===== src/rtl/minimig_pkg.sv =====
/*
 * shared definitions for the system glue
 * bus widths, config field widths, rtc window, reset hold and sample tick
 * register target and ctrl bit enums
 */

package minimig_pkg;

	// --------------------------------------------------------------------------
	// host bus
	localparam int WB_ADR_W = 5;	// word address
	localparam int WB_DAT_W = 16;

	// configuration field widths
	localparam int MEMCFG_W  = 7;
	localparam int CHIPCFG_W = 5;
	localparam int CPUCFG_W  = 4;

	// rtc window, one nibble per address
	localparam int RTC_W    = 64;
	localparam int RTC_BASE = 16;	// nibble 0 lives here

	// frames of hold after the last reset source clears
	localparam int RESET_HOLD_FRAMES = 2;

	// --------------------------------------------------------------------------
	// audio sample tick
	localparam int CLK_HZ    = 28_000_000;
	localparam int SAMPLE_HZ = 44_100;
	localparam int ACC_W     = 32;

	// decoded register targets
	typedef enum logic [2:0] {
		REG_NONE    = 3'd0,
		REG_MEMCFG  = 3'd1,	// addr 0
		REG_CHIPCFG = 3'd2,	// addr 1
		REG_CPUCFG  = 3'd3,	// addr 2
		REG_CTRL    = 3'd4,	// addr 3
		REG_STATUS  = 3'd5,	// addr 4, read only
		REG_RTC     = 3'd6	// addr 16..31, read only
	} reg_sel_e;

	// bit positions inside CTRL
	typedef enum logic [1:0] {
		CTRL_USRRST    = 2'd0,	// self clearing
		CTRL_CPURST    = 2'd1,
		CTRL_LED_DIM_N = 2'd2
	} ctrl_bit_e;

endpackage


===== src/rtl/wb_reg_port.sv =====
/*
 * wishbone classic slave for the host register port
 * single cycle ack, address decode, write strobe, registered read data
 */

`timescale 1ns/1ps

module wb_reg_port
	import minimig_pkg::*;
(
	input  logic                clk,
	input  logic                reset,
	// host bus
	input  logic                wb_cyc_i,
	input  logic                wb_stb_i,
	input  logic                wb_we_i,
	input  logic [WB_ADR_W-1:0] wb_adr_i,
	input  logic [WB_DAT_W-1:0] wb_dat_i,
	output logic                wb_ack_o,
	output logic [WB_DAT_W-1:0] wb_dat_o,
	// register side
	output logic                wr_o,
	output reg_sel_e            sel_o,
	output logic [3:0]          rtc_idx_o,
	output logic [WB_DAT_W-1:0] wdat_o,
	input  logic [WB_DAT_W-1:0] rdat_i
);

	logic req;	// master has a cycle open
	logic start;	// request seen with no ack pending
	logic wr_q;

	assign req   = wb_cyc_i & wb_stb_i;
	assign start = req & ~wb_ack_o;

	// --------------------------------------------------------------------------
	// address decode, done here only
	always_comb begin
		sel_o     = REG_NONE;
		rtc_idx_o = 4'(wb_adr_i - WB_ADR_W'(RTC_BASE));	// nibble number
		if (wb_adr_i >= WB_ADR_W'(RTC_BASE)) begin
			sel_o = REG_RTC;
		end else begin
			case (wb_adr_i)
				WB_ADR_W'(0): sel_o = REG_MEMCFG;
				WB_ADR_W'(1): sel_o = REG_CHIPCFG;
				WB_ADR_W'(2): sel_o = REG_CPUCFG;
				WB_ADR_W'(3): sel_o = REG_CTRL;
				WB_ADR_W'(4): sel_o = REG_STATUS;
				default:      sel_o = REG_NONE;	// unmapped, acks and reads zero
			endcase
		end
	end

	// master holds data until ack, so pass it straight on
	assign wdat_o = wb_dat_i;

	// --------------------------------------------------------------------------
	// handshake, ack one cycle after the request is sampled
	always_ff @(posedge clk) begin
		if (reset) begin
			wb_ack_o <= 1'b0;
			wr_q     <= 1'b0;
		end else begin
			wb_ack_o <= start;
			wr_q     <= start & wb_we_i;	// strobe lines up with ack
		end
	end

	// read data captured on the edge that raises ack
	always_ff @(posedge clk) begin
		if (start && !wb_we_i) begin
			wb_dat_o <= rdat_i;
		end
	end

	assign wr_o = wr_q;	// target still held by master during ack

endmodule


===== src/rtl/config_regs.sv =====
/*
 * configuration registers: memory, chipset, cpu and control
 * status and rtc nibble read mux
 * registered feature flags derived from the config
 */

`timescale 1ns/1ps

module config_regs
	import minimig_pkg::*;
(
	input  logic                 clk,
	input  logic                 reset,
	input  logic                 wr_i,
	input  reg_sel_e             sel_i,
	input  logic [3:0]           rtc_idx_i,
	input  logic [WB_DAT_W-1:0]  wdat_i,
	output logic [WB_DAT_W-1:0]  rdat_o,
	input  logic [RTC_W-1:0]     rtc_i,
	input  logic                 ovl_i,	// kickstart overlay
	input  logic                 sys_reset_i,
	output logic                 usrrst_o,
	output logic                 cpurst_o,
	output logic                 led_dim_n_o,
	output logic [CHIPCFG_W-1:0] chipset_cfg_o,
	output logic                 turbochipram_o,
	output logic                 turbokick_o,
	output logic                 aga_o,
	output logic [1:0]           slow_config_o,
	output logic [CPUCFG_W-1:0]  cpu_config_o
);

	logic [MEMCFG_W-1:0]  memcfg_q, memcfg_d;
	logic [CHIPCFG_W-1:0] chipcfg_q, chipcfg_d;
	logic [CPUCFG_W-1:0]  cpucfg_q, cpucfg_d;
	logic                 cpurst_q, led_dim_n_q, usrrst_q;
	logic                 ctrl_wr;

	assign ctrl_wr = wr_i && (sel_i == REG_CTRL);

	// --------------------------------------------------------------------------
	// next config, flags are taken from this so they land with the write
	always_comb begin
		memcfg_d  = memcfg_q;
		chipcfg_d = chipcfg_q;
		cpucfg_d  = cpucfg_q;
		if (wr_i) begin
			case (sel_i)
				REG_MEMCFG:  memcfg_d  = wdat_i[MEMCFG_W-1:0];
				REG_CHIPCFG: chipcfg_d = wdat_i[CHIPCFG_W-1:0];
				REG_CPUCFG:  cpucfg_d  = wdat_i[CPUCFG_W-1:0];
				default: ;	// ctrl below, status/rtc/unmapped dropped
			endcase
		end
	end

	always_ff @(posedge clk) begin
		if (reset) begin
			memcfg_q       <= '0;
			chipcfg_q      <= '0;
			cpucfg_q       <= '0;
			cpurst_q       <= 1'b0;
			led_dim_n_q    <= 1'b0;
			usrrst_q       <= 1'b0;
			turbochipram_o <= 1'b0;
			turbokick_o    <= 1'b0;
			aga_o          <= 1'b0;
			slow_config_o  <= '0;
		end else begin
			memcfg_q  <= memcfg_d;
			chipcfg_q <= chipcfg_d;
			cpucfg_q  <= cpucfg_d;
			usrrst_q  <= ctrl_wr & wdat_i[CTRL_USRRST];	// one cycle pulse
			if (ctrl_wr) begin
				cpurst_q    <= wdat_i[CTRL_CPURST];
				led_dim_n_q <= wdat_i[CTRL_LED_DIM_N];
			end
			// fast chip needs no overlay, fast chip enabled and 2MB chip
			turbochipram_o <= ~ovl_i & cpucfg_d[2] & (&memcfg_d[1:0]);
			turbokick_o    <= ~ovl_i & cpucfg_d[3];	// fast kick
			aga_o          <= chipcfg_d[4];
			slow_config_o  <= memcfg_d[3:2];
		end
	end

	// --------------------------------------------------------------------------
	// read mux for the selected target
	always_comb begin
		rdat_o = '0;
		case (sel_i)
			REG_MEMCFG:  rdat_o[MEMCFG_W-1:0]  = memcfg_q;
			REG_CHIPCFG: rdat_o[CHIPCFG_W-1:0] = chipcfg_q;
			REG_CPUCFG:  rdat_o[CPUCFG_W-1:0]  = cpucfg_q;
			REG_CTRL: begin
				rdat_o[CTRL_CPURST]    = cpurst_q;	// usrrst always reads 0
				rdat_o[CTRL_LED_DIM_N] = led_dim_n_q;
			end
			REG_STATUS:  rdat_o[0]   = sys_reset_i;
			REG_RTC:     rdat_o[3:0] = rtc_i[{rtc_idx_i, 2'b00} +: 4];
			default: ;
		endcase
	end

	assign usrrst_o      = usrrst_q;
	assign cpurst_o      = cpurst_q;
	assign led_dim_n_o   = led_dim_n_q;
	assign chipset_cfg_o = chipcfg_q;
	assign cpu_config_o  = cpucfg_q;

endmodule


===== src/rtl/reset_sequencer.sv =====
/*
 * system reset sequencer
 * gathers reset sources, holds for a number of frames, cpu reset, ntsc latch
 */

`timescale 1ns/1ps

module reset_sequencer
	import minimig_pkg::*;
(
	input  logic                 clk,
	input  logic                 reset,
	input  logic                 rst_ext_i,	// from ctrl block
	input  logic                 kbd_reset_n_i,	// ctrl-amiga-amiga
	input  logic                 usrrst_i,
	input  logic                 cpurst_i,
	input  logic                 sof_i,	// start of frame
	input  logic [CHIPCFG_W-1:0] chipset_cfg_i,
	output logic                 sys_reset_o,
	output logic                 cpu_reset_n_o,
	output logic                 ntsc_o
);

	typedef logic [$clog2(RESET_HOLD_FRAMES + 1)-1:0] frame_cnt_t;

	logic       rst_src;	// any source still active
	logic       sys_reset_q;
	logic       ntsc_q;
	frame_cnt_t frame_cnt;

	assign rst_src = rst_ext_i | ~kbd_reset_n_i | usrrst_i;

	// --------------------------------------------------------------------------
	always_ff @(posedge clk) begin
		if (reset) begin
			sys_reset_q <= 1'b1;
			frame_cnt   <= '0;
			ntsc_q      <= 1'b0;
		end else begin
			if (rst_src) begin
				sys_reset_q <= 1'b1;	// restart the hold
				frame_cnt   <= '0;
			end else if (sys_reset_q && sof_i) begin
				if (frame_cnt == frame_cnt_t'(RESET_HOLD_FRAMES - 1)) begin
					sys_reset_q <= 1'b0;	// last frame seen, release
					frame_cnt   <= '0;
				end else begin
					frame_cnt <= frame_cnt + 1'b1;
				end
			end
			// video mode only changes while in reset
			if (sys_reset_q) begin
				ntsc_q <= chipset_cfg_i[1];
			end
		end
	end

	assign sys_reset_o   = sys_reset_q;
	assign cpu_reset_n_o = ~(sys_reset_q | cpurst_i);
	assign ntsc_o        = ntsc_q;

endmodule


===== src/rtl/sync_outputs.sv =====
/*
 * front panel outputs
 * vsync toggle for the control mcu, dimmable power led
 */

`timescale 1ns/1ps

module sync_outputs
	import minimig_pkg::*;
(
	input  logic clk,
	input  logic reset,
	input  logic vsync_n_i,
	input  logic hblank_i,
	input  logic led_n_i,	// led off request from cia
	input  logic led_dim_n_i,
	output logic init_b_o,
	output logic pwr_led_o
);

	logic vsync_n_q;	// previous sample
	logic vsync_fall;
	logic init_b_q;
	logic led_on;
	logic pwr_led_q;

	assign vsync_fall = vsync_n_q & ~vsync_n_i;

	// --------------------------------------------------------------------------
	// vsync edge for the mcu, osd update sync
	always_ff @(posedge clk) begin
		if (reset) begin
			vsync_n_q <= 1'b1;	// idle high, no false edge out of reset
			init_b_q  <= 1'b0;
		end else begin
			vsync_n_q <= vsync_n_i;
			if (vsync_fall) begin
				init_b_q <= ~init_b_q;
			end
		end
	end

	// --------------------------------------------------------------------------
	// power led
	// dim mode lights the led during hblank even when it is off
	always_comb begin
		if (led_dim_n_i) begin
			led_on = ~led_n_i;
		end else begin
			led_on = ~(led_n_i & ~hblank_i);	// dark only outside blanking
		end
	end

	always_ff @(posedge clk) begin
		if (reset) begin
			pwr_led_q <= 1'b0;
		end else begin
			pwr_led_q <= led_on;
		end
	end

	assign init_b_o  = init_b_q;
	assign pwr_led_o = pwr_led_q;

endmodule


===== src/rtl/sample_tick_gen.sv =====
/*
 * 44.1 kHz sample tick from the system clock by a fractional accumulator
 */

`timescale 1ns/1ps

module sample_tick_gen
	import minimig_pkg::*;
(
	input  logic clk,
	input  logic reset,
	output logic cen_44100_o
);

	logic [ACC_W-1:0] acc_q;
	logic [ACC_W-1:0] acc_sum;	// accumulator plus one step

	assign acc_sum = acc_q + ACC_W'(SAMPLE_HZ);

	always_ff @(posedge clk) begin
		if (reset) begin
			acc_q       <= '0;
			cen_44100_o <= 1'b0;
		end else if (acc_sum >= ACC_W'(CLK_HZ)) begin
			acc_q       <= acc_sum - ACC_W'(CLK_HZ);	// keep remainder
			cen_44100_o <= 1'b1;
		end else begin
			acc_q       <= acc_sum;
			cen_44100_o <= 1'b0;
		end
	end

endmodule


===== src/rtl/minimig_sys.sv =====
/*
 * system glue top level
 * host register port, config and flags, reset sequencer, panel outputs, sample tick
 */

`timescale 1ns/1ps

module minimig_sys
	import minimig_pkg::*;
(
	input  logic                clk,
	input  logic                reset,
	// host register port
	input  logic                wb_cyc_i,
	input  logic                wb_stb_i,
	input  logic                wb_we_i,
	input  logic [WB_ADR_W-1:0] wb_adr_i,
	input  logic [WB_DAT_W-1:0] wb_dat_i,
	output logic                wb_ack_o,
	output logic [WB_DAT_W-1:0] wb_dat_o,
	// system inputs
	input  logic [RTC_W-1:0]    rtc_i,
	input  logic                ovl_i,
	input  logic                rst_ext_i,
	input  logic                kbd_reset_n_i,
	input  logic                sof_i,
	input  logic                vsync_n_i,
	input  logic                hblank_i,
	input  logic                led_n_i,
	// reset and mode
	output logic                rst_out_o,	// minimig reset status
	output logic                cpu_reset_n_o,
	output logic                ntsc_o,
	// feature flags
	output logic                turbochipram_o,
	output logic                turbokick_o,
	output logic                aga_o,
	output logic [1:0]          slow_config_o,
	output logic [CPUCFG_W-1:0] cpu_config_o,
	// panel and timing
	output logic                init_b_o,
	output logic                pwr_led_o,
	output logic                cen_44100_o
);

	// --------------------------------------------------------------------------
	logic                 wr;
	reg_sel_e             sel;
	logic [3:0]           rtc_idx;
	logic [WB_DAT_W-1:0]  wdat;
	logic [WB_DAT_W-1:0]  rdat;
	logic                 usrrst;
	logic                 cpurst;
	logic                 led_dim_n;
	logic [CHIPCFG_W-1:0] chipset_cfg;

	wb_reg_port u_wb_reg_port (
		.clk       (clk),
		.reset     (reset),
		.wb_cyc_i  (wb_cyc_i),
		.wb_stb_i  (wb_stb_i),
		.wb_we_i   (wb_we_i),
		.wb_adr_i  (wb_adr_i),
		.wb_dat_i  (wb_dat_i),
		.wb_ack_o  (wb_ack_o),
		.wb_dat_o  (wb_dat_o),
		.wr_o      (wr),
		.sel_o     (sel),
		.rtc_idx_o (rtc_idx),
		.wdat_o    (wdat),
		.rdat_i    (rdat)
	);

	config_regs u_config_regs (
		.clk            (clk),
		.reset          (reset),
		.wr_i           (wr),
		.sel_i          (sel),
		.rtc_idx_i      (rtc_idx),
		.wdat_i         (wdat),
		.rdat_o         (rdat),
		.rtc_i          (rtc_i),
		.ovl_i          (ovl_i),
		.sys_reset_i    (rst_out_o),	// status readback
		.usrrst_o       (usrrst),
		.cpurst_o       (cpurst),
		.led_dim_n_o    (led_dim_n),
		.chipset_cfg_o  (chipset_cfg),
		.turbochipram_o (turbochipram_o),
		.turbokick_o    (turbokick_o),
		.aga_o          (aga_o),
		.slow_config_o  (slow_config_o),
		.cpu_config_o   (cpu_config_o)
	);

	reset_sequencer u_reset_sequencer (
		.clk           (clk),
		.reset         (reset),
		.rst_ext_i     (rst_ext_i),
		.kbd_reset_n_i (kbd_reset_n_i),
		.usrrst_i      (usrrst),
		.cpurst_i      (cpurst),
		.sof_i         (sof_i),
		.chipset_cfg_i (chipset_cfg),
		.sys_reset_o   (rst_out_o),
		.cpu_reset_n_o (cpu_reset_n_o),
		.ntsc_o        (ntsc_o)
	);

	// --------------------------------------------------------------------------
	sync_outputs u_sync_outputs (
		.clk         (clk),
		.reset       (reset),
		.vsync_n_i   (vsync_n_i),
		.hblank_i    (hblank_i),
		.led_n_i     (led_n_i),
		.led_dim_n_i (led_dim_n),
		.init_b_o    (init_b_o),
		.pwr_led_o   (pwr_led_o)
	);

	sample_tick_gen u_sample_tick_gen (
		.clk         (clk),
		.reset       (reset),
		.cen_44100_o (cen_44100_o)
	);

endmodule


===== config.mk =====
export PLATFORM = sky130hd
export DESIGN_NAME = minimig_sys
export DESIGN_NICKNAME = d
export VERILOG_FILES = /design/src/rtl/minimig_pkg.sv /design/src/rtl/wb_reg_port.sv /design/src/rtl/config_regs.sv /design/src/rtl/reset_sequencer.sv /design/src/rtl/sync_outputs.sv /design/src/rtl/sample_tick_gen.sv /design/src/rtl/minimig_sys.sv
export SDC_FILE = /design/constraint.sdc
export NUM_CORES = 1
export LEC_CHECK = 0
export BUFFER_PORTS_ARGS = -buffer_cell sky130_fd_sc_hd__buf_2
export CELL_PAD_IN_SITES_DETAIL_PLACEMENT = 1
export CELL_PAD_IN_SITES_GLOBAL_PLACEMENT = 2
export CORE_MARGIN = 8
export CORE_UTILIZATION = 33
export DETAILED_ROUTE_END_ITERATION = 6
export HOLD_SLACK_MARGIN = 0.08
export PLACE_DENSITY_LB_ADDON = 0.1
export SLEW_MARGIN = 40
export SYNTH_ARGS = -nofsm -noshare
export SYNTH_HDL_FRONTEND = slang
export SYNTH_HIERARCHICAL = 1
export SYNTH_SLANG_ARGS = --single-unit

===== constraint.sdc =====
create_clock -name clk -period 4.66 [get_ports clk]
set_input_delay 0.932 -clock clk [delete_from_list [all_inputs] [get_ports clk]]
set_output_delay 0.932 -clock clk [all_outputs]
set_load 0.005 [all_outputs]

* After elaboration in Yosys (flattened, before gate mapping)
Cells that the tools add are included.
** Storage, ports and cells
- Register bits after elaboration :: 72
- Output and inout port bits :: 32
** Operators by class
- Add/sub/neg operators :: 4
- Order comparisons :: 2
- Eq/ne operators :: 11
- Shift-type cells :: 1
- Multiplexer cells :: 16
- Bitwise logic cells :: 21
- Reductions and logical operators :: 11
** Operator list (count)
- $shiftx 64x7->4 :: 1
- $add 32x16->32 const B :: 1
- $ge 32x25->1 const B :: 1
- $mux 32 :: 1
- $sub 32x25->32 const B :: 1
- $mux 4 :: 4
- $pmux 3 s5 :: 1
- $eq 5x2->1 const B :: 2
- $mux 5 :: 2
- $pmux 2 s5 :: 1
- $reduce_and 2->1 :: 5
- $and 1x1->1 :: 9
- $eq 3x3->1 const B :: 3
- $not 1->1 :: 9
- $eq 3x2->1 const B :: 2
- $eq 5x1->1 const B :: 1
- $eq 5x3->1 const B :: 1
- $ge 5x5->1 const B :: 1
- $logic_not 5->1 :: 1
- $pmux 1 s5 :: 1
- $pmux 1 s4 :: 1
- $sub 4x1->4 const B :: 1
- $eq 3x1->1 const B :: 1
- $logic_and 1x1->1 :: 3
- 9 further kinds :: 12

* Depth between registers and ports, before layout
Gate-level depths: netlist of the first run.
- Word-level depth :: 8
- Mapped depth :: 15

* Hierarchy
The synthesis of the first run kept the hierarchy.
** By module, submodules not included
- sample_tick_gen :: times used 1, cells each 345, area an instance 2627.5 sq um, sequential area each 620.6 sq um
- config_regs :: times used 1, cells each 148, area an instance 1621.6 sq um, sequential area each 420.4 sq um
- wb_reg_port :: times used 1, cells each 48, area an instance 753.2 sq um, sequential area each 520.5 sq um
- reset_sequencer :: times used 1, cells each 16, area an instance 173.9 sq um, sequential area each 80.1 sq um
- sync_outputs :: times used 1, cells each 10, area an instance 116.4 sq um, sequential area each 60.1 sq um

* Worst setup path after synthesis of the first run
Ideal clock, no wire load.
- Path kind :: register to register
- From :: register u_sample_tick_gen.acc_q[3]
- To :: register u_sample_tick_gen.acc_q[15]
- Setup time :: 70 ps
- Data arrival time :: 3600 ps
- Data required time :: 4590 ps
- Slack :: 990 ps
- Cell stages (with the launch flop) :: 15
- Path buffers :: 1
- Cell sequence :: dfxtp_1 -> ha_1 -> buf_2 -> a31o_2 -> nand2_1 -> xnor2_1 -> ha_1 -> nand2_1 -> a31oi_1 -> o211ai_1 -> or4b_4 -> o41ai_4 -> nor3_4 -> or4_1 -> a21oi_1
** On the way
- Cells in the longest elaborated chain, start to end :: 3
** Ends and longest elaborated chain
- from (decl) :: line sample_tick_gen.sv:15 : logic [ACC_W-1:0] acc_q;
- from (signal assigned) :: line sample_tick_gen.sv:25 : acc_q <= acc_sum - ACC_W'(CLK_HZ);
- from (signal assigned) :: line sample_tick_gen.sv:28 : acc_q <= acc_sum;
- $add 32x16->32 * :: line sample_tick_gen.sv:18 : assign acc_sum = acc_q + ACC_W'(SAMPLE_HZ);
- $sub 32x25->32 / $ge 32x25->1 (equally long branches) :: line sample_tick_gen.sv:25, sample_tick_gen.sv:24
- $mux 32 * :: line sample_tick_gen.sv:24 : end else if (acc_sum >= ACC_W'(CLK_HZ)) begin
Every way passes the cells marked *; elsewhere a longest branch is shown, timed or not.
A chain may end at the register's enable or synchronous reset.

* Worst setup path in the final report of the first run
- From :: register u_sample_tick_gen.acc_q[2]
- To :: register u_sample_tick_gen.acc_q[16]
The elaborated chain is that of the path after synthesis.

==> impl_metrics.env, run 1 <==
export IMPL_cts_buffers=9
export IMPL_clk_pin_slew_worst_paths_ns=0.07
export IMPL_outcome="finished, final reports clean"
export IMPL_fp_row_count=46
export IMPL_r2r_setup_slack_ns=0.44
export IMPL_clock_skew_ns=0.004164
export IMPL_r2r_start="u_sample_tick_gen/acc_q[2]$_SDFF_PP0_"
export IMPL_crit_chain="ha_1 > a31oi_1 > or4_1 > a21oi_1 > o21bai_1 > a211o_1 > or3_1 > buf_4 > o31ai_1 > xnor2_1 > nor2_1"
export IMPL_p_leak_nw=2.490
export IMPL_max_freq_mhz=236.9
export IMPL_core_area_um2=15660
export IMPL_ant_nets=0
export IMPL_crit_cells=11
export IMPL_post_cts_resized=0
export IMPL_io_buffers=119
export IMPL_rsz0062_at_grt="no"
export IMPL_cts_num_sinks=77
export IMPL_critPathMaxFanout=11
export IMPL_place_hpwl_um=12610
export IMPL_syn_to_final_growth_pct=18.85
export IMPL_start_util_pct=33.33
export IMPL_required_ns=4.87
export IMPL_synth_avg_cell_area_um2=9.367
export IMPL_totalWireLength_um=16280
export IMPL_cts_tree="built"
export IMPL_hp_class="flop to flop"
export IMPL_cpPeakStageDelay_ns=0.74
export IMPL_root_buffer="clkbuf_16"
export IMPL_ys_warn_count=6
export IMPL_crit_buf_inv=1
export IMPL_ios=129
export IMPL_endpoint_kind="flop"
export IMPL_die_y_um=141.7
export IMPL_vias_per_cell=5.302
export IMPL_cpLargestDelayFamily="simple AND/OR/NAND/NOR gates"
export IMPL_insertion_delay_ns=0.35
export IMPL_netlist_instances=557
export IMPL_powerDensity_nw_per_um2=463.5
export IMPL_gr_total_overflow=0
export IMPL_avgRoutedWirePerCell_um=18.78
export IMPL_ff2ff_path_depth=11
export IMPL_antenna_cells=0
export IMPL_tightest_slew_ns=0.7669
export IMPL_cap_violations=0
export IMPL_cts_max_level=3
export IMPL_path_class="flop to flop"
export IMPL_worst_path_max_delay_cell="or4_1"
export IMPL_timing_final_ws_setup_ns=0.4395
export IMPL_vias=4597
export IMPL_drive_gt1_share_pct=27.80
export IMPL_dr_pass1_iters=4
export IMPL_grt_usage_pct=16.20
export IMPL_antenna_found_initial=0
export IMPL_crit_start="u_sample_tick_gen/acc_q[2]$_SDFF_PP0_"
export IMPL_postCtsSetupBuffers=0
export IMPL_arrival_ns=4.43
export IMPL_grt_pass1_wl_um=25910
export IMPL_finalSetupViolCount=0
export IMPL_grt_pass1_vias=4742
export IMPL_crit_end="u_sample_tick_gen/acc_q[16]$_SDFF_PP0_"
export IMPL_grt_max_degree=40
export IMPL_vdd_drop_max_mv=0.2322
export IMPL_maxSlewHeadroom_pct=48.87
export IMPL_place_ws_ns=0.4438
export IMPL_cts_buffer_depth=2
export IMPL_drc=0
export IMPL_cts_hold_buf=0
export IMPL_netlist_area_um2=5218
export IMPL_drt_initial_drc_count=203
export IMPL_cp_start_kind="flop"
export IMPL_fin_setup_tns_ns=0
export IMPL_rr_endpoint="u_sample_tick_gen/acc_q[16]$_SDFF_PP0_"
export IMPL_die_w_um=141.7
export IMPL_die_area_um2=20090
export IMPL_slew_violations=0
export IMPL_finalHoldViolCount=0
export IMPL_nets=745
export IMPL_gp_congestion=0.8364
export IMPL_period_minus_slack_ns=4.221
export IMPL_fin_crit_sh_pct=90.57
-- worst reg2reg max path, stage by stage, from the launching register on --
cell	delay [ns]
dfxtp_1	0.50
ha_1	0.39
a31oi_1	0.20
or4_1	0.74
a21oi_1	0.25
o21bai_1	0.12
a211o_1	0.34
or3_1	0.63
buf_4	0.26
o31ai_1	0.43
xnor2_1	0.17
nor2_1	0.05
-- routing by layer --
layer  GRT usage (%)  wire (µm)
met1           19.14       7187
met2           28.20       8146
met3           4.099        729
met4           5.031        219
met5               0          0
-- power by group --
group	switching, W	internal, W	total (W)
registers	0.000170	0.000780	0.000950
logic	0.000648	0.000519	0.00117
clock network	0.000327	0.000429	0.000757
total	0.00115	0.00173	0.00287
-- cell usage in the layout, fill, tap and decap left out, types with 13 or more instances in the layout --
| master | instances |
|---|---|
| a21oi_1 | 24 |
| buf_2 | 119 |
| buf_4 | 15 |
| dfxtp_1 | 61 |
| edfxtp_1 | 16 |
| mux2i_1 | 32 |
| nand2_1 | 27 |
| nand3_1 | 13 |
| nor2_1 | 64 |
| o21ai_0 | 17 |
| o31ai_1 | 15 |
| xnor2_1 | 25 |
| xor2_1 | 13 |
-- registers in the layout, indices dropped and copies added (netlist names), 2 cells and up --
name,count
u_config_regs/slow_config_o,2
u_config_regs/cpu_config_o,4
u_reset_sequencer/frame_cnt,2
u_config_regs/memcfg_q,5
u_wb_reg_port/wb_dat_o,16
u_config_regs/chipset_cfg_o,4
u_sample_tick_gen/acc_q,30
-- worst min-delay path by stage --
stage	startpoint	endpoint	slack, ns	depth (start not counted)
after detailed placement	u_reset_sequencer/frame_cnt[1]$_SDFFE_PP0P_	u_reset_sequencer/frame_cnt[1]$_SDFFE_PP0P_	0.47	1
after floorplan	u_reset_sequencer/frame_cnt[1]$_SDFFE_PP0P_	u_reset_sequencer/frame_cnt[1]$_SDFFE_PP0P_	0.44	1
after CTS	u_reset_sequencer/frame_cnt[1]$_SDFFE_PP0P_	u_reset_sequencer/frame_cnt[1]$_SDFFE_PP0P_	0.49	1
after global routing	u_reset_sequencer/frame_cnt[1]$_SDFFE_PP0P_	u_reset_sequencer/frame_cnt[1]$_SDFFE_PP0P_	0.51	1
after global placement	u_reset_sequencer/frame_cnt[1]$_SDFFE_PP0P_	u_reset_sequencer/frame_cnt[1]$_SDFFE_PP0P_	0.46	1
final	u_reset_sequencer/frame_cnt[1]$_SDFFE_PP0P_	u_reset_sequencer/frame_cnt[1]$_SDFFE_PP0P_	0.48	1
-- through the flow --
stage / util, % / std cells / cell area (µm²) / power [W] / hold WS (ns)
floorplan: - / 565 / 5248 / 0.001815 / 0.4447
global route: 39.61 / 867 / 6201 / 0.003081 / 0.5076
CTS: 39.61 / 867 / 6201 / 0.002905 / 0.4906
finish: 39.61 / 867 / 6201 / 0.002874 / 0.4837
global placement: 37.59 / 851 / 5884 / 0.002101 / 0.4602
detailed placement: 37.59 / 851 / 5884 / 0.002127 / 0.4720
-- area by class of cell --
type	instances	area, µm²
multi-input combinational	419	3186
clock buffer	9	225.2
inverter	5	18.77
sequential	77	1702
timing repair buffer	134	708.2
clock inverter	7	91.34
fill	1867	9454
tap	216	270.3
No activity file was read; power rests on OpenSTA's default activity.
==> run 2, diff against run 1 <==
Settings changed: CORE_UTILIZATION 33 to 32, MAX_ROUTING_LAYER set to met4, SYNTH_HIERARCHICAL 1 to unset.
==> run 2 against run 1 <==
Against the previous run: worst hold slack got worse by 0.034 ns; non-clock buffer count is 19 lower; die area decreased by 3.4%; register-to-register slack gained 0.51 ns; sequential share of layout area decreased by 2.5 points; synthesized area shrank 6.7%.
==> impl_metrics.env, run 2 <==
export IMPL_root_buffer="clkbuf_16"
export IMPL_vias_per_cell=5.345
export IMPL_synthDistinctLibCells=88
export IMPL_post_synth_top_count_cell="dfxtp_1"
export IMPL_switchingPower_w=0.001118
export IMPL_p_sw_share_pct=39.63
export IMPL_post_cts_resized=0
export IMPL_synth_common_cells="dfxtp_1 (61), nor2_1 (57), nand2_1 (45), xnor2_1 (32)"
export IMPL_vias=4319
export IMPL_arrival_ns=3.94
export IMPL_io_buffers=110
export IMPL_ios=129
export IMPL_dr_pass1_iters=4
export IMPL_die_area_um2=19410
export IMPL_synth_top_flop_cell="dfxtp_1"
export IMPL_synth_seq_cells=68
export IMPL_rsz0062_at_grt="no"
export IMPL_insertion_delay_ns=0.34
export IMPL_rr_endpoint="u_sample_tick_gen.acc_q[17]$_SDFF_PP0_"
export IMPL_grt_usage_pct=16.82
export IMPL_totalPowerFinal_w=0.002822
export IMPL_die_w_um=139.3
export IMPL_finalSetupViolCount=0
export IMPL_critPathMaxFanout=16
export IMPL_maxSlewHeadroom_pct=50.91
export IMPL_synthTopCellsByArea="dfxtp_1 (25%), mux4_2 (9.7%), xnor2_1 (5.8%)"
export IMPL_grt_pass1_wl_um=25620
export IMPL_worstHoldEndpoint="u_config_regs.memcfg_q[6]$_SDFFE_PP0P_"
export IMPL_fin_setup_tns_ns=0
export IMPL_drt_initial_drc_count=180
export IMPL_required_ns=4.89
export IMPL_crit_path_frequent_cell="ha_1"
export IMPL_netlist_area_um2=4866
export IMPL_largest_reg_flops=30
export IMPL_cts_num_sinks=68
export IMPL_place_ws_ns=0.9017
export IMPL_dp_cells=791
export IMPL_synth_top_area_share_pct=25.10
export IMPL_async_reset_ff_share_pct=0
export IMPL_postCtsSetupBuffers=0
export IMPL_ant_nets=0
export IMPL_timing_final_ws_setup_ns=0.9497
export IMPL_ff2ff_path_depth=12
export IMPL_die_y_um=139.3
export IMPL_grt_max_degree=31
export IMPL_endpoint_kind="flop"
export IMPL_clk_pin_slew_worst_paths_ns=0.06
export IMPL_final_cells=808
export IMPL_ys_seq_area_share_pct=29.42
export IMPL_holdPathStages=2
export IMPL_tightest_slew_ns=0.7363
export IMPL_slew_violations=0
export IMPL_cts_hold_buf=0
export IMPL_cts_max_level=3
export IMPL_nets=713
export IMPL_gp_congestion=0.8064
export IMPL_crit_chain="ha_1 > a31o_2 > nand2_1 > xnor2_1 > ha_1 > o2111a_1 > nand3_1 > nor4_4 > a211o_4 > a21oi_2 > a21oi_1 > mux2_4"
export IMPL_power_clock_fraction_pct=25.6
export IMPL_cpLargestDelayFamily="compound AO/OA/AOI/OAI gates"
export IMPL_cap_violations=0
export IMPL_crit_buf_inv=0
export IMPL_totalWireLength_um=15780
export IMPL_grt_pass1_vias=4595
export IMPL_synth_avg_cell_area_um2=9.146
export IMPL_power_frac_seq_pct=31.9
export IMPL_worst_path_max_delay_cell="dfxtp_1"
export IMPL_fp_row_count=45
export IMPL_period_minus_slack_ns=3.710
export IMPL_synth_edf_count=7
export IMPL_antenna_found_initial=1
export IMPL_p_leak_nw=2.288
export IMPL_r2r_setup_slack_ns=0.95
export IMPL_netlist_instances=532
export IMPL_outcome="finished, final reports clean"
export IMPL_cpPeakStageDelay_ns=0.47
export IMPL_synth_top_area_cell="dfxtp_1"
export IMPL_clock_skew_ns=0.01088
export IMPL_drive_gt1_share_pct=31.99
export IMPL_fin_crit_sh_pct=79.62
export IMPL_gr_total_overflow=0
export IMPL_max_freq_mhz=269.5
export IMPL_r2r_start="u_sample_tick_gen.acc_q[2]$_SDFF_PP0_"
export IMPL_core_area_um2=15030
export IMPL_final_cell_mix="buf_2 (110), dfxtp_1 (61), nor2_1 (57)"
export IMPL_drc=0
export IMPL_avgRoutedWirePerCell_um=19.53
export IMPL_cts_tree="built"
export IMPL_p_int_w=0.001703
export IMPL_start_util_pct=32.37
export IMPL_place_hpwl_um=12270
export IMPL_ys_warn_count=0
export IMPL_path_class="flop to flop"
export IMPL_cts_buffers=9
export IMPL_powerDensity_nw_per_um2=491.9
export IMPL_cp_start_kind="flop"
export IMPL_worstHoldStart="u_config_regs.memcfg_q[6]$_SDFFE_PP0P_"
export IMPL_cts_buffer_depth=2
export IMPL_largest_register="u_sample_tick_gen.acc_q"
export IMPL_crit_start="u_sample_tick_gen.acc_q[2]$_SDFF_PP0_"
export IMPL_reg_largest_list="u_sample_tick_gen.acc_q x30, u_config_regs.memcfg_q x7, u_wb_reg_port.wb_dat_o x7"
export IMPL_hp_class="flop to flop"
export IMPL_final_common_cell="buf_2"
export IMPL_finalHoldViolCount=0
export IMPL_syn_to_final_growth_pct=17.87
export IMPL_p_comb_share_pct=42.5
export IMPL_vdd_drop_max_mv=0.2077
## run 2: worst max path at each step
stage / endpoint / slack (ns) / depth (start not counted)
2_1_floorplan: u_wb_reg_port.wb_dat_o[0]$_SDFFCE_PN0P_ / 1.30 / 6
3_3_place_gp: u_sample_tick_gen.acc_q[17]$_SDFF_PP0_ / 0.91 / 12
3_5_place_dp: u_sample_tick_gen.acc_q[17]$_SDFF_PP0_ / 0.90 / 12
4_1_cts: u_sample_tick_gen.acc_q[17]$_SDFF_PP0_ / 0.89 / 12
5_1_grt: u_sample_tick_gen.acc_q[24]$_SDFF_PP0_ / 0.56 / 11
6_report: u_sample_tick_gen.acc_q[17]$_SDFF_PP0_ / 0.95 / 12
## run 2: worst reg2reg max path, cell delays in order, from the launching register on
cell and delay, ns:
dfxtp_1 0.47, ha_1 0.39, a31o_2 0.33, nand2_1 0.10
xnor2_1 0.25, ha_1 0.30, o2111a_1 0.37, nand3_1 0.18
nor4_4 0.37, a211o_4 0.30, a21oi_2 0.09, a21oi_1 0.16
mux2_4 0.31
## run 2: layer usage
layer | track usage [%] | routed length, µm
met4 | 5.604 | 292
met1 | 20.36 | 7294
met3 | 3.044 | 422
met2 | 27.77 | 7769
met5 | - | 0
## run 2: cell families (layout without fill, tap and decap cells)
| group | Yosys count | count (layout) | synth area share, % |
|---|---|---|---|
| xor+xnor | 43 | 43 | 8.048 |
| fa+ha+maj | 2 | 2 | 0.5142 |
| compound gates | 104 | 104 | 18.03 |
| buf+inv | 58 | 137 | 6.608 |
| flops | 68 | 68 | 29.42 |
| simple gates | 215 | 215 | 23.32 |
| mux | 41 | 41 | 13.99 |
| other cells | 1 | 10 | 0.07707 |
## run 2: cell type report
class	count	area, µm²
timing repair buffer	115	588.1
fill	1768	9298
tap	188	235.2
sequential	68	1431
clock inverter	4	45.04
multi-input combinational	414	3143
clock buffer	12	267.8
inverter	6	22.52
antenna	1	2.502
## run 2: power by group through the flow
stage | Combinational, W | Sequential [W] | Clock [W]
after floorplan | 0.00110 | 0.000772 | 0
after global placement | 0.00119 | 0.000907 | 0
after detailed placement | 0.00120 | 0.000912 | 0
after CTS | 0.00121 | 0.000900 | 0.000748
after global routing | 0.00134 | 0.000926 | 0.000779
final | 0.00120 | 0.000899 | 0.000723
## run 2: stage by stage
step	util, %	hold WS [ns]	area, µm²
floorplan	-	0.4094	4896
global placement	36.05	0.4320	5420
detailed placement	36.05	0.4457	5420
CTS	38.14	0.4534	5733
global route	38.15	0.4817	5736
finish	38.15	0.4494	5736
==> run 3, diff against run 2 <==
Clock period 4.66 ns to 3.9 ns, I/O delays scaled along.
==> run 3 against run 2 <==
Against the previous run: clock power rose by 11%; total power grew 19%; design area increased by 0.94%; core utilization rose by 0.36 points; fmax rose by 4.9%; routed wire length increased by 0.49%; critical path type unchanged; highest routed layer unchanged.
==> impl_metrics.env, run 3 (synthesis results as in run 2) <==
export IMPL_gr_total_overflow=0
export IMPL_outcome="finished, final reports clean"
export IMPL_fin_crit_sh_pct=90.70
export IMPL_critPathMaxFanout=12
export IMPL_period_minus_slack_ns=3.537
export IMPL_die_area_um2=19410
export IMPL_antenna_found_initial=0
export IMPL_required_ns=4.13
export IMPL_cts_num_sinks=68
export IMPL_grt_max_degree=26
export IMPL_fin_setup_tns_ns=0
export IMPL_powerDensity_nw_per_um2=578.3
export IMPL_drc=0
export IMPL_fp_row_count=45
export IMPL_cts_max_level=3
export IMPL_slew_violations=0
export IMPL_rsz0062_at_grt="no"
export IMPL_worst_path_max_delay_cell="dfxtp_1"
export IMPL_endpoint_kind="flop"
export IMPL_syn_to_final_growth_pct=18.98
export IMPL_max_freq_mhz=282.7
export IMPL_totalWireLength_um=15860
export IMPL_finalSetupViolCount=0
export IMPL_holdWs_ns=0.4565
export IMPL_vias=4335
export IMPL_cts_tree="built"
export IMPL_antenna_cells=0
export IMPL_gp_congestion=0.8402
export IMPL_cts_hold_buf=0
export IMPL_drt_initial_drc_count=253
export IMPL_die_y_um=139.3
export IMPL_start_util_pct=32.37
export IMPL_maxSlewHeadroom_pct=53.59
export IMPL_core_area_um2=15030
export IMPL_final_common_cell="buf_2"
export IMPL_avgRoutedWirePerCell_um=19.38
export IMPL_clock_skew_ns=0.005767
export IMPL_cp_start_kind="flop"
export IMPL_vias_per_cell=5.300
export IMPL_cap_violations=0
export IMPL_drive_gt1_share_pct=33.02
export IMPL_cpPeakStageDelay_ns=0.46
export IMPL_insertion_delay_ns=0.34
export IMPL_p_leak_nw=2.320
export IMPL_root_buffer="clkbuf_16"
export IMPL_ant_nets=0
export IMPL_place_ws_ns=0.2489
export IMPL_clk_pin_slew_worst_paths_ns=0.06
export IMPL_die_w_um=139.3
export IMPL_grt_pass1_wl_um=25300
export IMPL_arrival_ns=3.77
export IMPL_dr_pass1_iters=4
export IMPL_hp_class="flop to flop"
export IMPL_n_fill_cell=1789
export IMPL_grt_pass1_vias=4519
export IMPL_io_buffers=110
export IMPL_crit_chain="ha_2 > a31o_2 > nand2_1 > xnor2_1 > ha_1 > o2111a_1 > o2111ai_2 > o21ai_2 > a211o_4 > a21oi_2 > a21oi_1 > mux2_4"
export IMPL_vdd_drop_max_mv=0.3011
export IMPL_largest_reg_flops=30
export IMPL_place_hpwl_um=12620
export IMPL_cts_buffers=9
export IMPL_finalHoldViolCount=0
export IMPL_reg_largest_list="u_sample_tick_gen.acc_q x30, u_config_regs.memcfg_q x7, u_wb_reg_port.wb_dat_o x7"
export IMPL_ios=129
export IMPL_timing_final_ws_setup_ns=0.3626
export IMPL_path_class="flop to flop"
export IMPL_final_cell_mix="buf_2 (110), dfxtp_1 (61), nor2_1 (57)"
export IMPL_nets=724
export IMPL_tightest_slew_ns=0.6936
export IMPL_cts_buffer_depth=2
export IMPL_largest_register="u_sample_tick_gen.acc_q"
export IMPL_grt_usage_pct=16.88
-- run 3: cell count changes in the layout (fill, tap and decap cells not counted), sizes merged --
| cell | change |
|---|---|
| diode | -1 |
| clkbuf | -2 |
| buf | +11 |
| clkinvlp | +1 |
| clkinv | +1 |
-- run 3: timing repair --
item,4_1_cts,5_1_grt
buffers inserted,0,2
endpoints found under the setup margin,0,3
gates resized for setup,0,1
-- run 3: layout make-up --
cell class	instances	area (µm²)	area share (%)
Multi-Input combinational cell	414	3146	54.33
Clock buffer	10	229.0	3.955
Sequential cell	68	1431	24.72
Tap cell	188	235.2	4.063
Clock inverter	6	55.05	0.9509
Timing Repair Buffer	126	670.6	11.58
Inverter	6	22.52	0.3890
-- run 3: per-stage QoR --
| stage | cell area [µm²] | cells | power [W] | utilization, % |
|---|---|---|---|---|
| 2_1_floorplan | 4896 | 540 | 0.002241 | - |
| 3_3_place_gp | 5488 | 800 | 0.002533 | 36.50 |
| 3_5_place_dp | 5488 | 800 | 0.002558 | 36.50 |
| 4_1_cts | 5772 | 816 | 0.003386 | 38.39 |
| 5_1_grt | 5789 | 818 | 0.003593 | 38.51 |
| 6_report | 5789 | 818 | 0.003348 | 38.51 |
-- run 3: layer usage --
metal / GRT usage (%) / vias up / part of all wire [%]
met5: - / - / 0
met4: 5.026 / 0 / 1.3
met3: 3.215 / 18 / 3.1
met2: 28.31 / 54 / 51
met1: 20.18 / 2149 / 45
li1: - / 2114 / -
-- run 3: power breakdown --
group	internal [W]	switching [W]	total [W]
clock	0.000488	0.000314	0.000802
sequential	0.000835	0.000238	0.00107
combinational	0.000679	0.000793	0.00147
-- run 3: path summary, 6_finish.rpt --
kind | from | slack, ns | endpoint | depth (start not counted)
max | u_sample_tick_gen.acc_q[3]$_SDFF_PP0_ | 0.36 | u_sample_tick_gen.acc_q[17]$_SDFF_PP0_ | 12
min | u_config_regs.memcfg_q[4]$_SDFFE_PP0P_ | 0.46 | u_config_regs.memcfg_q[4]$_SDFFE_PP0P_ | 2
min reg2reg | u_config_regs.memcfg_q[4]$_SDFFE_PP0P_ | 0.46 | u_config_regs.memcfg_q[4]$_SDFFE_PP0P_ | 2
max reg2reg | u_sample_tick_gen.acc_q[3]$_SDFF_PP0_ | 0.36 | u_sample_tick_gen.acc_q[17]$_SDFF_PP0_ | 12
-- run 3: critical path: cells and delay by family, from the launching register on --
family	cells	cell delay, ns
compound gates	7	1.69
fa+ha+maj	2	0.64
flops	1	0.46
mux	1	0.31
xor+xnor	1	0.23
simple gates	1	0.09
